### src/include/isa_defines.svh
`ifndef ISA_DEFINES_SVH
`define ISA_DEFINES_SVH

// major opcodes
`define SPECIAL_OP      6'b000000
`define SPECIAL2_OP     6'b011100
`define SPECIAL3_OP     6'b011111

// immediate opcodes, also used directly as operation classes
`define ADDI_OP         6'b001000
`define ADDIU_OP        6'b001001
`define SLTI_OP         6'b001010
`define SLTIU_OP        6'b001011
`define ANDI_OP         6'b001100
`define ORI_OP          6'b001101
`define XORI_OP         6'b001110
`define LUI_OP          6'b001111

// special funct field
`define SLL             6'b000000
`define SRL             6'b000010
`define SRA             6'b000011
`define SLLV            6'b000100
`define SRLV            6'b000110
`define SRAV            6'b000111
`define ADD             6'b100000
`define ADDU            6'b100001
`define SUB             6'b100010
`define SUBU            6'b100011
`define AND             6'b100100
`define OR              6'b100101
`define XOR             6'b100110
`define NOR             6'b100111
`define SLT             6'b101010
`define SLTU            6'b101011

// special2 and special3 funct, bshfl selector in the sa field
`define CLZ             6'b100000
`define CLO             6'b100001
`define BSHFL           6'b100000
`define WSBH_SA         5'b00010
`define SEB_SA          5'b10000
`define SEH_SA          5'b11000

// operation classes that do not match an opcode
`define R_TYPE_OP       6'b000000
`define CLZ_OP          6'b110000
`define CLO_OP          6'b110001
`define SEB_OP          6'b110010
`define SEH_OP          6'b110011
`define WSBH_OP         6'b110100
`define ROTR_OP         6'b110101
`define ROTRV_OP        6'b110110
`define INVALID_OP      6'b111111

// alu control codes
`define NONE_CONTROL    8'd0
`define AND_CONTROL     8'd1
`define OR_CONTROL      8'd2
`define XOR_CONTROL     8'd3
`define NOR_CONTROL     8'd4
`define ADD_CONTROL     8'd5
`define ADDU_CONTROL    8'd6
`define SUB_CONTROL     8'd7
`define SUBU_CONTROL    8'd8
`define SLT_CONTROL     8'd9
`define SLTU_CONTROL    8'd10
`define SLL_CONTROL     8'd11
`define SRL_CONTROL     8'd12
`define SRA_CONTROL     8'd13
`define SLLV_CONTROL    8'd14
`define SRLV_CONTROL    8'd15
`define SRAV_CONTROL    8'd16
`define ROTR_CONTROL    8'd17
`define ROTRV_CONTROL   8'd18
`define LUI_CONTROL     8'd19
`define CLZ_CONTROL     8'd20
`define CLO_CONTROL     8'd21
`define SEB_CONTROL     8'd22
`define SEH_CONTROL     8'd23
`define WSBH_CONTROL    8'd24

`endif

### src/hdl/mips_pkg.sv
`include "isa_defines.svh"

package mips_pkg;

	typedef logic [31:0] word_t;
	typedef logic [4:0] reg_idx_t;
	typedef logic [5:0] op_class_t;

	typedef enum logic [7:0] {
		ALU_NONE  = `NONE_CONTROL,
		ALU_AND   = `AND_CONTROL,
		ALU_OR    = `OR_CONTROL,
		ALU_XOR   = `XOR_CONTROL,
		ALU_NOR   = `NOR_CONTROL,
		ALU_ADD   = `ADD_CONTROL,
		ALU_ADDU  = `ADDU_CONTROL,
		ALU_SUB   = `SUB_CONTROL,
		ALU_SUBU  = `SUBU_CONTROL,
		ALU_SLT   = `SLT_CONTROL,
		ALU_SLTU  = `SLTU_CONTROL,
		ALU_SLL   = `SLL_CONTROL,
		ALU_SRL   = `SRL_CONTROL,
		ALU_SRA   = `SRA_CONTROL,
		ALU_SLLV  = `SLLV_CONTROL,
		ALU_SRLV  = `SRLV_CONTROL,
		ALU_SRAV  = `SRAV_CONTROL,
		ALU_ROTR  = `ROTR_CONTROL,
		ALU_ROTRV = `ROTRV_CONTROL,
		ALU_LUI   = `LUI_CONTROL,
		ALU_CLZ   = `CLZ_CONTROL,
		ALU_CLO   = `CLO_CONTROL,
		ALU_SEB   = `SEB_CONTROL,
		ALU_SEH   = `SEH_CONTROL,
		ALU_WSBH  = `WSBH_CONTROL
	} alu_ctrl_t;

	typedef struct packed {
		word_t instr;
		word_t rs_val;
		word_t rt_val;
	} instr_req_t;

	typedef struct packed {
		alu_ctrl_t ctrl;
		word_t a;
		word_t b;
		reg_idx_t shamt;
		reg_idx_t dest;
		logic we;
		logic illegal;
	} dec_op_t;

	typedef struct packed {
		word_t value;
		reg_idx_t dest;
		logic we;
		logic illegal;
	} exec_result_t;

endpackage

### src/hdl/aludec.sv
`include "isa_defines.svh"
`timescale 1ns/1ps

module aludec (
	input mips_pkg::op_class_t op_class,
	input logic [5:0] funct,
	output mips_pkg::alu_ctrl_t alu_ctrl
);
	import mips_pkg::*;

	always_comb begin
		case (op_class)
			`R_TYPE_OP: begin
				case (funct)
					// arithmetic and logic
					`AND:    alu_ctrl = ALU_AND;
					`OR:     alu_ctrl = ALU_OR;
					`XOR:    alu_ctrl = ALU_XOR;
					`NOR:    alu_ctrl = ALU_NOR;
					`ADD:    alu_ctrl = ALU_ADD;
					`ADDU:   alu_ctrl = ALU_ADDU;
					`SUB:    alu_ctrl = ALU_SUB;
					`SUBU:   alu_ctrl = ALU_SUBU;
					`SLT:    alu_ctrl = ALU_SLT;
					`SLTU:   alu_ctrl = ALU_SLTU;

					// shifts
					`SLL:    alu_ctrl = ALU_SLL;
					`SRL:    alu_ctrl = ALU_SRL;
					`SRA:    alu_ctrl = ALU_SRA;
					`SLLV:   alu_ctrl = ALU_SLLV;
					`SRLV:   alu_ctrl = ALU_SRLV;
					`SRAV:   alu_ctrl = ALU_SRAV;

					// mult, div, hilo, movn/movz and traps land here
					default: alu_ctrl = ALU_NONE;
				endcase
			end

			// immediate forms
			`ADDI_OP:  alu_ctrl = ALU_ADD;
			`ADDIU_OP: alu_ctrl = ALU_ADDU;
			`SLTI_OP:  alu_ctrl = ALU_SLT;
			`SLTIU_OP: alu_ctrl = ALU_SLTU;
			`ANDI_OP:  alu_ctrl = ALU_AND;
			`ORI_OP:   alu_ctrl = ALU_OR;
			`XORI_OP:  alu_ctrl = ALU_XOR;
			`LUI_OP:   alu_ctrl = ALU_LUI;

			// special2 / special3 classes
			`CLZ_OP:   alu_ctrl = ALU_CLZ;
			`CLO_OP:   alu_ctrl = ALU_CLO;
			`SEB_OP:   alu_ctrl = ALU_SEB;
			`SEH_OP:   alu_ctrl = ALU_SEH;
			`WSBH_OP:  alu_ctrl = ALU_WSBH;
			`ROTR_OP:  alu_ctrl = ALU_ROTR;
			`ROTRV_OP: alu_ctrl = ALU_ROTRV;

			default:   alu_ctrl = ALU_NONE;
		endcase
	end

endmodule

### src/hdl/instr_decode.sv
`include "isa_defines.svh"
`timescale 1ns/1ps

module instr_decode (
	input logic clk,
	input logic rst,
	input logic in_valid,
	output logic in_ready,
	input mips_pkg::instr_req_t in_req,
	output logic dec_valid,
	input logic dec_ready,
	output mips_pkg::dec_op_t dec_op
);
	import mips_pkg::*;

	word_t instr;
	logic [5:0] opcode;
	logic [5:0] funct;
	reg_idx_t rt;
	reg_idx_t rd;
	reg_idx_t shamt;
	op_class_t op_class;
	alu_ctrl_t alu_ctrl;
	logic is_imm;
	word_t imm_ext;
	dec_op_t next_op;

	assign instr = in_req.instr;
	assign opcode = instr[31:26];
	assign rt = instr[20:16];
	assign rd = instr[15:11];
	assign shamt = instr[10:6];
	assign funct = instr[5:0];

	// operation class, special encodings split out here
	always_comb begin
		op_class = `INVALID_OP;
		is_imm = 1'b0;
		case (opcode)
			`SPECIAL_OP: begin
				// rotr reuses srl with rs[0] set, rotrv reuses srlv with sa[0] set
				if (funct == `SRL && instr[21])
					op_class = `ROTR_OP;
				else if (funct == `SRLV && instr[6])
					op_class = `ROTRV_OP;
				else
					op_class = `R_TYPE_OP;
			end
			`SPECIAL2_OP: begin
				if (funct == `CLZ)
					op_class = `CLZ_OP;
				else if (funct == `CLO)
					op_class = `CLO_OP;
			end
			`SPECIAL3_OP: begin
				if (funct == `BSHFL) begin
					case (shamt)
						`SEB_SA:  op_class = `SEB_OP;
						`SEH_SA:  op_class = `SEH_OP;
						`WSBH_SA: op_class = `WSBH_OP;
						default:  op_class = `INVALID_OP;
					endcase
				end
			end
			`ADDI_OP, `ADDIU_OP, `SLTI_OP, `SLTIU_OP,
			`ANDI_OP, `ORI_OP, `XORI_OP, `LUI_OP: begin
				op_class = opcode;
				is_imm = 1'b1;
			end
			default: op_class = `INVALID_OP;
		endcase
	end

	// immediate extension
	always_comb begin
		case (opcode)
			`ANDI_OP, `ORI_OP, `XORI_OP: imm_ext = {16'h0000, instr[15:0]};
			`LUI_OP:                     imm_ext = {instr[15:0], 16'h0000};
			default:                     imm_ext = {{16{instr[15]}}, instr[15:0]};
		endcase
	end

	aludec aludec_inst (
		.op_class(op_class),
		.funct(funct),
		.alu_ctrl(alu_ctrl)
	);

	always_comb begin
		next_op.ctrl = alu_ctrl;
		next_op.a = in_req.rs_val;
		next_op.b = is_imm ? imm_ext : in_req.rt_val;
		next_op.shamt = shamt;
		next_op.dest = is_imm ? rt : rd;
		next_op.illegal = (alu_ctrl == ALU_NONE);
		next_op.we = (alu_ctrl != ALU_NONE);
	end

	assign in_ready = !dec_valid || dec_ready;

	always_ff @(posedge clk) begin
		if (rst) begin
			dec_valid <= 1'b0;
		end else if (in_valid && in_ready) begin
			dec_valid <= 1'b1;
		end else if (dec_ready) begin
			dec_valid <= 1'b0;
		end
	end

	always_ff @(posedge clk) begin
		if (in_valid && in_ready)
			dec_op <= next_op;
	end

	// held item must not change until the queue takes it
	assert property (@(posedge clk) disable iff (rst)
		(dec_valid && !dec_ready) |=> (dec_valid && $stable(dec_op)));

endmodule

### src/hdl/issue_queue.sv
`timescale 1ns/1ps

module issue_queue #(
	parameter int QUEUE_DEPTH = 4
) (
	input logic clk,
	input logic rst,
	input logic dec_valid,
	output logic dec_ready,
	input mips_pkg::dec_op_t dec_op,
	output logic q_valid,
	input logic q_ready,
	output mips_pkg::dec_op_t q_op
);
	import mips_pkg::*;

	localparam int PTR_W = $clog2(QUEUE_DEPTH);

	dec_op_t mem [QUEUE_DEPTH];
	// one extra bit tells full from empty
	logic [PTR_W:0] wr_ptr;
	logic [PTR_W:0] rd_ptr;
	logic [PTR_W:0] used;
	logic full;
	logic push;
	logic pop;

	assign used = wr_ptr - rd_ptr;
	assign full = (used == (PTR_W + 1)'(QUEUE_DEPTH));
	assign q_valid = (used != '0);
	assign q_op = mem[rd_ptr[PTR_W-1:0]];

	assign pop = q_valid && q_ready;
	assign dec_ready = !full || pop;
	assign push = dec_valid && dec_ready;

	always_ff @(posedge clk) begin
		if (rst) begin
			wr_ptr <= '0;
			rd_ptr <= '0;
		end else begin
			if (push)
				wr_ptr <= wr_ptr + 1'b1;
			if (pop)
				rd_ptr <= rd_ptr + 1'b1;
		end
	end

	always_ff @(posedge clk) begin
		if (push)
			mem[wr_ptr[PTR_W-1:0]] <= dec_op;
	end

	// occupancy never wraps in either direction
	assert property (@(posedge clk) disable iff (rst)
		used <= (PTR_W + 1)'(QUEUE_DEPTH));

endmodule

### src/hdl/alu.sv
`timescale 1ns/1ps

module alu (
	input logic clk,
	input logic rst,
	input logic q_valid,
	output logic q_ready,
	input mips_pkg::dec_op_t q_op,
	output logic out_valid,
	input logic out_ready,
	output mips_pkg::exec_result_t out_res
);
	import mips_pkg::*;

	word_t a;
	word_t b;
	reg_idx_t var_sa;
	word_t value;
	logic pop;

	function automatic word_t rotate_right(word_t v, reg_idx_t n);
		logic [63:0] d;
		d = {v, v} >> n;
		return d[31:0];
	endfunction

	// 32 when v is zero
	function automatic word_t lead_zeros(word_t v);
		word_t n;
		logic found;
		n = '0;
		found = 1'b0;
		for (int i = 31; i >= 0; i--) begin
			if (v[i])
				found = 1'b1;
			else if (!found)
				n = n + 1'b1;
		end
		return n;
	endfunction

	assign a = q_op.a;
	assign b = q_op.b;
	assign var_sa = q_op.a[4:0];

	always_comb begin
		case (q_op.ctrl)
			// no overflow trap, so signed and unsigned forms match
			ALU_ADD, ALU_ADDU: value = a + b;
			ALU_SUB, ALU_SUBU: value = a - b;
			ALU_AND:   value = a & b;
			ALU_OR:    value = a | b;
			ALU_XOR:   value = a ^ b;
			ALU_NOR:   value = ~(a | b);
			ALU_SLT:   value = {31'b0, $signed(a) < $signed(b)};
			ALU_SLTU:  value = {31'b0, a < b};
			ALU_SLL:   value = b << q_op.shamt;
			ALU_SRL:   value = b >> q_op.shamt;
			ALU_SRA:   value = $signed(b) >>> q_op.shamt;
			ALU_SLLV:  value = b << var_sa;
			ALU_SRLV:  value = b >> var_sa;
			ALU_SRAV:  value = $signed(b) >>> var_sa;
			ALU_ROTR:  value = rotate_right(b, q_op.shamt);
			ALU_ROTRV: value = rotate_right(b, var_sa);
			// immediate already sits in the upper half
			ALU_LUI:   value = b;
			ALU_CLZ:   value = lead_zeros(a);
			ALU_CLO:   value = lead_zeros(~a);
			ALU_SEB:   value = {{24{b[7]}}, b[7:0]};
			ALU_SEH:   value = {{16{b[15]}}, b[15:0]};
			ALU_WSBH:  value = {b[23:16], b[31:24], b[7:0], b[15:8]};
			default:   value = '0;
		endcase
	end

	assign q_ready = !out_valid || out_ready;
	assign pop = q_valid && q_ready;

	always_ff @(posedge clk) begin
		if (rst) begin
			out_valid <= 1'b0;
		end else if (pop) begin
			out_valid <= 1'b1;
		end else if (out_ready) begin
			out_valid <= 1'b0;
		end
	end

	always_ff @(posedge clk) begin
		if (pop) begin
			out_res.value <= q_op.illegal ? '0 : value;
			out_res.dest <= q_op.dest;
			out_res.we <= q_op.we && !q_op.illegal;
			out_res.illegal <= q_op.illegal;
		end
	end

	// result holds while the sink stalls
	assert property (@(posedge clk) disable iff (rst)
		(out_valid && !out_ready) |=> (out_valid && $stable(out_res)));

endmodule

### src/hdl/alu_exec_unit.sv
`timescale 1ns/1ps

module alu_exec_unit #(
	parameter int QUEUE_DEPTH = 4
) (
	input logic clk,
	input logic rst,
	input logic in_valid,
	output logic in_ready,
	input mips_pkg::instr_req_t in_req,
	output logic out_valid,
	input logic out_ready,
	output mips_pkg::exec_result_t out_res
);
	import mips_pkg::*;

	logic dec_valid;
	logic dec_ready;
	dec_op_t dec_op;
	logic q_valid;
	logic q_ready;
	dec_op_t q_op;

	instr_decode instr_decode_inst (
		.clk(clk),
		.rst(rst),
		.in_valid(in_valid),
		.in_ready(in_ready),
		.in_req(in_req),
		.dec_valid(dec_valid),
		.dec_ready(dec_ready),
		.dec_op(dec_op)
	);

	issue_queue #(
		.QUEUE_DEPTH(QUEUE_DEPTH)
	) issue_queue_inst (
		.clk(clk),
		.rst(rst),
		.dec_valid(dec_valid),
		.dec_ready(dec_ready),
		.dec_op(dec_op),
		.q_valid(q_valid),
		.q_ready(q_ready),
		.q_op(q_op)
	);

	alu alu_inst (
		.clk(clk),
		.rst(rst),
		.q_valid(q_valid),
		.q_ready(q_ready),
		.q_op(q_op),
		.out_valid(out_valid),
		.out_ready(out_ready),
		.out_res(out_res)
	);

endmodule

### config.mk
export PLATFORM = sky130hd
export DESIGN_NAME = alu_exec_unit
export DESIGN_NICKNAME = d
export VERILOG_FILES = /design/src/hdl/mips_pkg.sv /design/src/hdl/aludec.sv /design/src/hdl/instr_decode.sv /design/src/hdl/issue_queue.sv /design/src/hdl/alu.sv /design/src/hdl/alu_exec_unit.sv
export VERILOG_INCLUDE_DIRS = /design/src /design/src/include
export SDC_FILE = /design/constraint.sdc
export NUM_CORES = 1
export LEC_CHECK = 0
export ABC_AREA = 1
export BUFFER_PORTS_ARGS = -buffer_cell sky130_fd_sc_hd__buf_2
export CORE_UTILIZATION = 25
export CTS_CLUSTER_DIAMETER = 150
export DETAILED_ROUTE_END_ITERATION = 16
export HOLD_SLACK_MARGIN = 0.02
export SLEW_MARGIN = 30
export SYNTH_ARGS = -nofsm -noshare
export SYNTH_HDL_FRONTEND = slang
export SYNTH_SLANG_ARGS = --single-unit
### constraint.sdc
create_clock -name clk -period 20.7 [get_ports clk]
set_input_delay 3.105 -clock clk [delete_from_list [all_inputs] [get_ports clk]]
set_output_delay 3.105 -clock clk [all_outputs]
set_load 0.005 [all_outputs]
Word level (Yosys, flattened, before mapping)
Memory sizes are Yosys's and may differ from the RTL's. A register that Yosys moved wholly into a read port is not among the register bits.
Index checks and enable logic that the tools add are counted.
Widths: inputs -> output; s select.
{ "word_totals": {"ramBits": 336, "wordCells": 513, "input_bits": 100, "reg_bits": 131, "mem_count": 2, "mem_bits_ro": 320, "out_inout_bits": 41} }
{ "classes": {"add_sub_neg": 67, "shift": 8, "reduce_logical": 24, "n_bitwise": 5, "n_lt_le_gt_ge": 2, "n_mux": 333, "n_eq_ne": 57} }
{ "memory_table": {"columns": ["memory", "depth", "word_bits", "read_ports", "rd_ports_with_merged_regs", "wr", "line_no", "text"], "rows": [
  ["issue_queue_inst.mem", 4, 84, 1, 1, 1, "issue_queue.sv:19", "dec_op_t mem [QUEUE_DEPTH];"],
  ["(no name shown)", 64, 5, 1, 0, 0, "aludec.sv:14", "case (funct)"]
]} }
{ "ops": {"columns": ["operator", "count"], "rows": [
  ["$mux 32", 187],
  ["$add 32x1->32 const B", 62],
  ["$pmux 32 s22", 1],
  ["$mux 1", 133],
  ["$pmux 8 s16", 1],
  ["$shr 64x5->32", 2],
  ["$eq 6x4->1 const B", 16],
  ["$eq 8x5->1 const B", 9],
  ["$eq 8x4->1 const B", 8],
  ["$lt 32x32->1", 2],
  ["$not 32->32", 2],
  ["$pmux 32 s2", 1],
  ["$shl 32x5->32", 2],
  ["$shr 32x5->32", 2],
  ["$sshr 32x5->32", 2],
  ["$eq 6x6->1 const B", 9],
  ["$add 32x32->32", 1],
  ["$and 32x32->32", 1],
  ["$eq 8x3->1 const B", 4],
  ["$or 32x32->32", 1],
  ["$sub 32x32->32", 1],
  ["$xor 32x32->32", 1],
  ["$mux 6", 4],
  ["$pmux 6 s4", 1],
  ["25 further kinds", 43]
]} }

Depth between registers and ports, before layout
{ "logic_depth": {"word_depth": 127, "depth_mapped": 123, "mapped_depth_nobuf": 122} }

Cells and area by module
From an unflattened synthesis, not the netlist that was laid out.
{ "unflattened": {"cells_unflattened": 6260, "hier_area_um2": 43700.7} }
{ "by_module_without_submodules": {"columns": ["module", "n_inst", "seq_area_each_um2", "area_each_um2", "cells_each"], "rows": [
  ["alu", 1, 1191.1, 26157.6, 4996],
  ["issue_queue", 1, 10249.8, 13621.8, 890],
  ["instr_decode", 1, 2542.4, 3407.0, 271],
  ["aludec", 1, 0.0, 514.2, 103]
]} }

Worst setup path before layout
OpenSTA, ideal clock, no wires.
{ "synth_path": {"kind": "flip-flop to flip-flop", "start": "reg with a tool-made name", "end": "reg, netlist name alu_inst.out_res[13]", "n_path_buf": 1, "path_slack_ns": 5.001, "stages_incl_launch_ff": 121, "setup_time_ns": 0.268, "period_less_slack_ns": 15.699, "required_ns": 20.432, "arrival_time_ns": 15.431, "path_cell_list": "dfxtp_1 inv_2 buf_6 nand2_2 nand3_1 nand2_2 nand2_2 nand2_1 inv_1 ha_1 inv_1 nor2_1 o21ai_0 inv_1 ha_1 nand2_1 nand2_1 ha_1 (+85 left out) ha_1 nand2_1 o21ai_0 ha_1 nand2_1 o21ai_0 nor2_1 inv_1 ha_1 inv_1 nor2_1 inv_1 nor3_2 nand2_1 nand2_1 o21ai_1 inv_1 a21oi_1"} }

==> results.tsv <==
metric	value	unit
Starting DRT DRC Count	3405	
Synth top cells by count	1485 x nand2_1, 579 x inv_1, 544 x o21ai_0	
CTS tree	built	
via count	36544	
Post-Route WL	144.5	mm
Final Total Pwr	7.838	mW
RSZ-0062 raised after global routing	false	
layout cells sized above 1	0.1229	
Std-Cell Rows	141	
Critical Path Max Stage Delay	740	ps
Post-synth EDFFs	444	
Synth Warn #	0	
Worst Path Class, Setup	reg2reg	
final hold vios	0	
DRC violations left	0	
Setup WS post-layout	2513	ps
Syn Area/Cell	7.225	µm²
die extent in y	389.9	µm
Min Hold Slack	482.2	ps
Vias/cell	4.967	
Gate Count Post-Synth	5206	
Largest delay share family, worst path	adder cells	
placed cell count	7263	
H-Tree Depth	2	
area of the multi-input gates	20880	µm²
maximum VDD drop	0.09582	mV
initial core utilization	0.2532	
Pwr Density	183.4	nW/µm²
largest net degree at the start of global routing	118	
CTS resizes	0	
Startpoint Class	flop	
TritonRoute pass-1 iters	7	
Die Area	152000	µm²
Post-Syn Area	37610	µm²
first-pass GRT wire length	213.2	mm
Fillers	16257	
Fin Setup TNS	0	ps
skew final	14.49	ps
CP max-delay cell	dfxtp_4	
Worst setup EP type	flop	
post-layout minimum cycle time	18190	ps
max-cap violations	0	
Leak	18.01	nW
IO Port Bufs	136	
Crit path required time	21070	ps
Floorplan Core Area	148500	µm²
dominant cell type by area after synthesis	edfxtp_1	
ys flop type	edfxtp_1	
count leader, synth	nand2_1	
gr usage total	0.1853	
Remaining Overflow, GRT	0	
Max Fclk	0.05498	GHz
Ports	141	
Setup-failing EPs final	0	
ranking of synthesized cells by area	edfxtp_1 35%, nand2_1 15%, o21ai_0 7.2%, inv_1 5.8%, ha_1 5.5%	
DPL Wire Length	111.4	mm
initial antenna violation count	8	
die width	389.9	µm
Min-Delay Path Class	reg2reg	
Final ANT Viol Nets	0	
Clock Path Buffers	3	
Buf+Inv Stages, Crit Path	21	
Clk Latency, worst-skew pair	640	ps
crit path DAT	18560	ps
area growth from synthesis to layout	13.61	%
vias in the first global route	33535	
synth unique cells	73	
Synth Net Count	5474	
CTS Hold Bufs	0	
Yosys top cell area share	0.3545	
register area	13540	µm²
Worst Tran Pin Value	1168	ps
Non-Filler Instances	7357	
Pins Over Slew Limit	0	
Final period util	0.8786	
setup slack at placement	2532	ps
ys async rst share	0	
postcts setup bufs	0	
outcome	finished, final reports clean	
crit-path max FO	55	
Rel. slew slack	0.2011	
#FFs+latches synth	454	
Layout Nets	5582	
register area share after synthesis	0.3598	
most frequent CP cell	nand2_1	
root buffer cell	clkbuf_16	
CTS buffer count	51	
CTS clock-pin slew for the worst setup and hold paths	60	ps
drt wl/cell	19.64	µm
placer congestion estimate	1.032	
register-to-register setup slack	2510	ps
Clock Sinks	454	
## cells by family (layout without fill, tap and decap cells)
logic type	after synthesis	in the layout	share of synthesized area
AO/OA/AOI/OAI	1179	1179	0.1862
XOR/XNOR	19	19	0.004424
adder cells (fa/ha/maj)	168	168	0.05629
buffers and inverters	865	1013	0.09015
flip-flops	454	454	0.3598
multiplexers	35	35	0.009315
other	0	1	0
AND/OR/NAND/NOR	2486	2486	0.2938
## worst reg2reg max path: cells and delay by family (launching register included)
| family | cells | cell delay, ps |
|---|---|---|
| adder cells (fa/ha/maj) | 28 | 8190 |
| buffers and inverters | 21 | 1850 |
| AO/OA/AOI/OAI | 20 | 2650 |
| AND/OR/NAND/NOR | 49 | 4460 |
| flip-flops | 1 | 740 |
## sequential cells by signal (all words and copies together), names as in the netlist, named ones only
name and flops:
alu_inst.out_res 39, instr_decode_inst.dec_valid 1, issue_queue_inst.rd_ptr 3, instr_decode_inst.dec_op 81, issue_queue_inst.wr_ptr 3, alu_inst.out_valid 1
issue_queue_inst.mem 324
## path summary, 6_finish.rpt
kind / start / end / cells after the start
setup / recovery: flop / alu_inst.out_res[13] / 118
hold / removal: issue_queue_inst.rd_ptr[2] / issue_queue_inst.rd_ptr[2] / 2
setup reg to reg: flop / alu_inst.out_res[13] / 118
hold reg to reg: issue_queue_inst.rd_ptr[2] / issue_queue_inst.rd_ptr[2] / 2
## per-stage QoR
stage / util / instance area [µm²]
2_1_floorplan: - / 37610
3_5_place_dp: 0.2764 / 41060
5_1_grt: 0.2877 / 42730
6_report: 0.2877 / 42730
3_3_place_gp: 0.2763 / 41050
4_1_cts: 0.2877 / 42730
## layer usage
layer	up-vias	GRT usage	routed length (µm)
met3	217	0.02640	9678
met2	1219	0.2998	64860
met5	-	0	106
met1	17203	0.2486	64150
met4	2	0.07116	5716
li1	17903	-	-
## placed cells by master (no fill, tap or decap), types with 55 or more instances in the layout
cell type | Yosys | layout
nand2_2 | 81 | 81
ha_1 | 166 | 166
o21ai_0 | 544 | 541
buf_4 | 4 | 126
inv_1 | 579 | 578
a21oi_1 | 247 | 247
nand2_1 | 1485 | 1485
o211ai_1 | 55 | 55
edfxtp_1 | 444 | 444
buf_2 | 3 | 136
nand4_1 | 58 | 58
a32oi_1 | 61 | 58
nand3_1 | 290 | 290
nor2_1 | 393 | 385
## layout make-up
cell class,instances,area share
multi-input combinational,3887,0.4886
sequential,454,0.3168
tap,2002,0.05862
inverter,657,0.05838
timing repair buffer,263,0.03853
clock buffer,58,0.03048
clock inverter,35,0.008579
antenna,1,0.00005856
## report_power, final
part | total [mW] | switching, mW | internal, mW
clock | 0.898 | 0.388 | 0.510
combinational | 5.71 | 4.18 | 1.54
sequential | 1.23 | 0.0645 | 1.16
(Power assumes the default switching activity.)
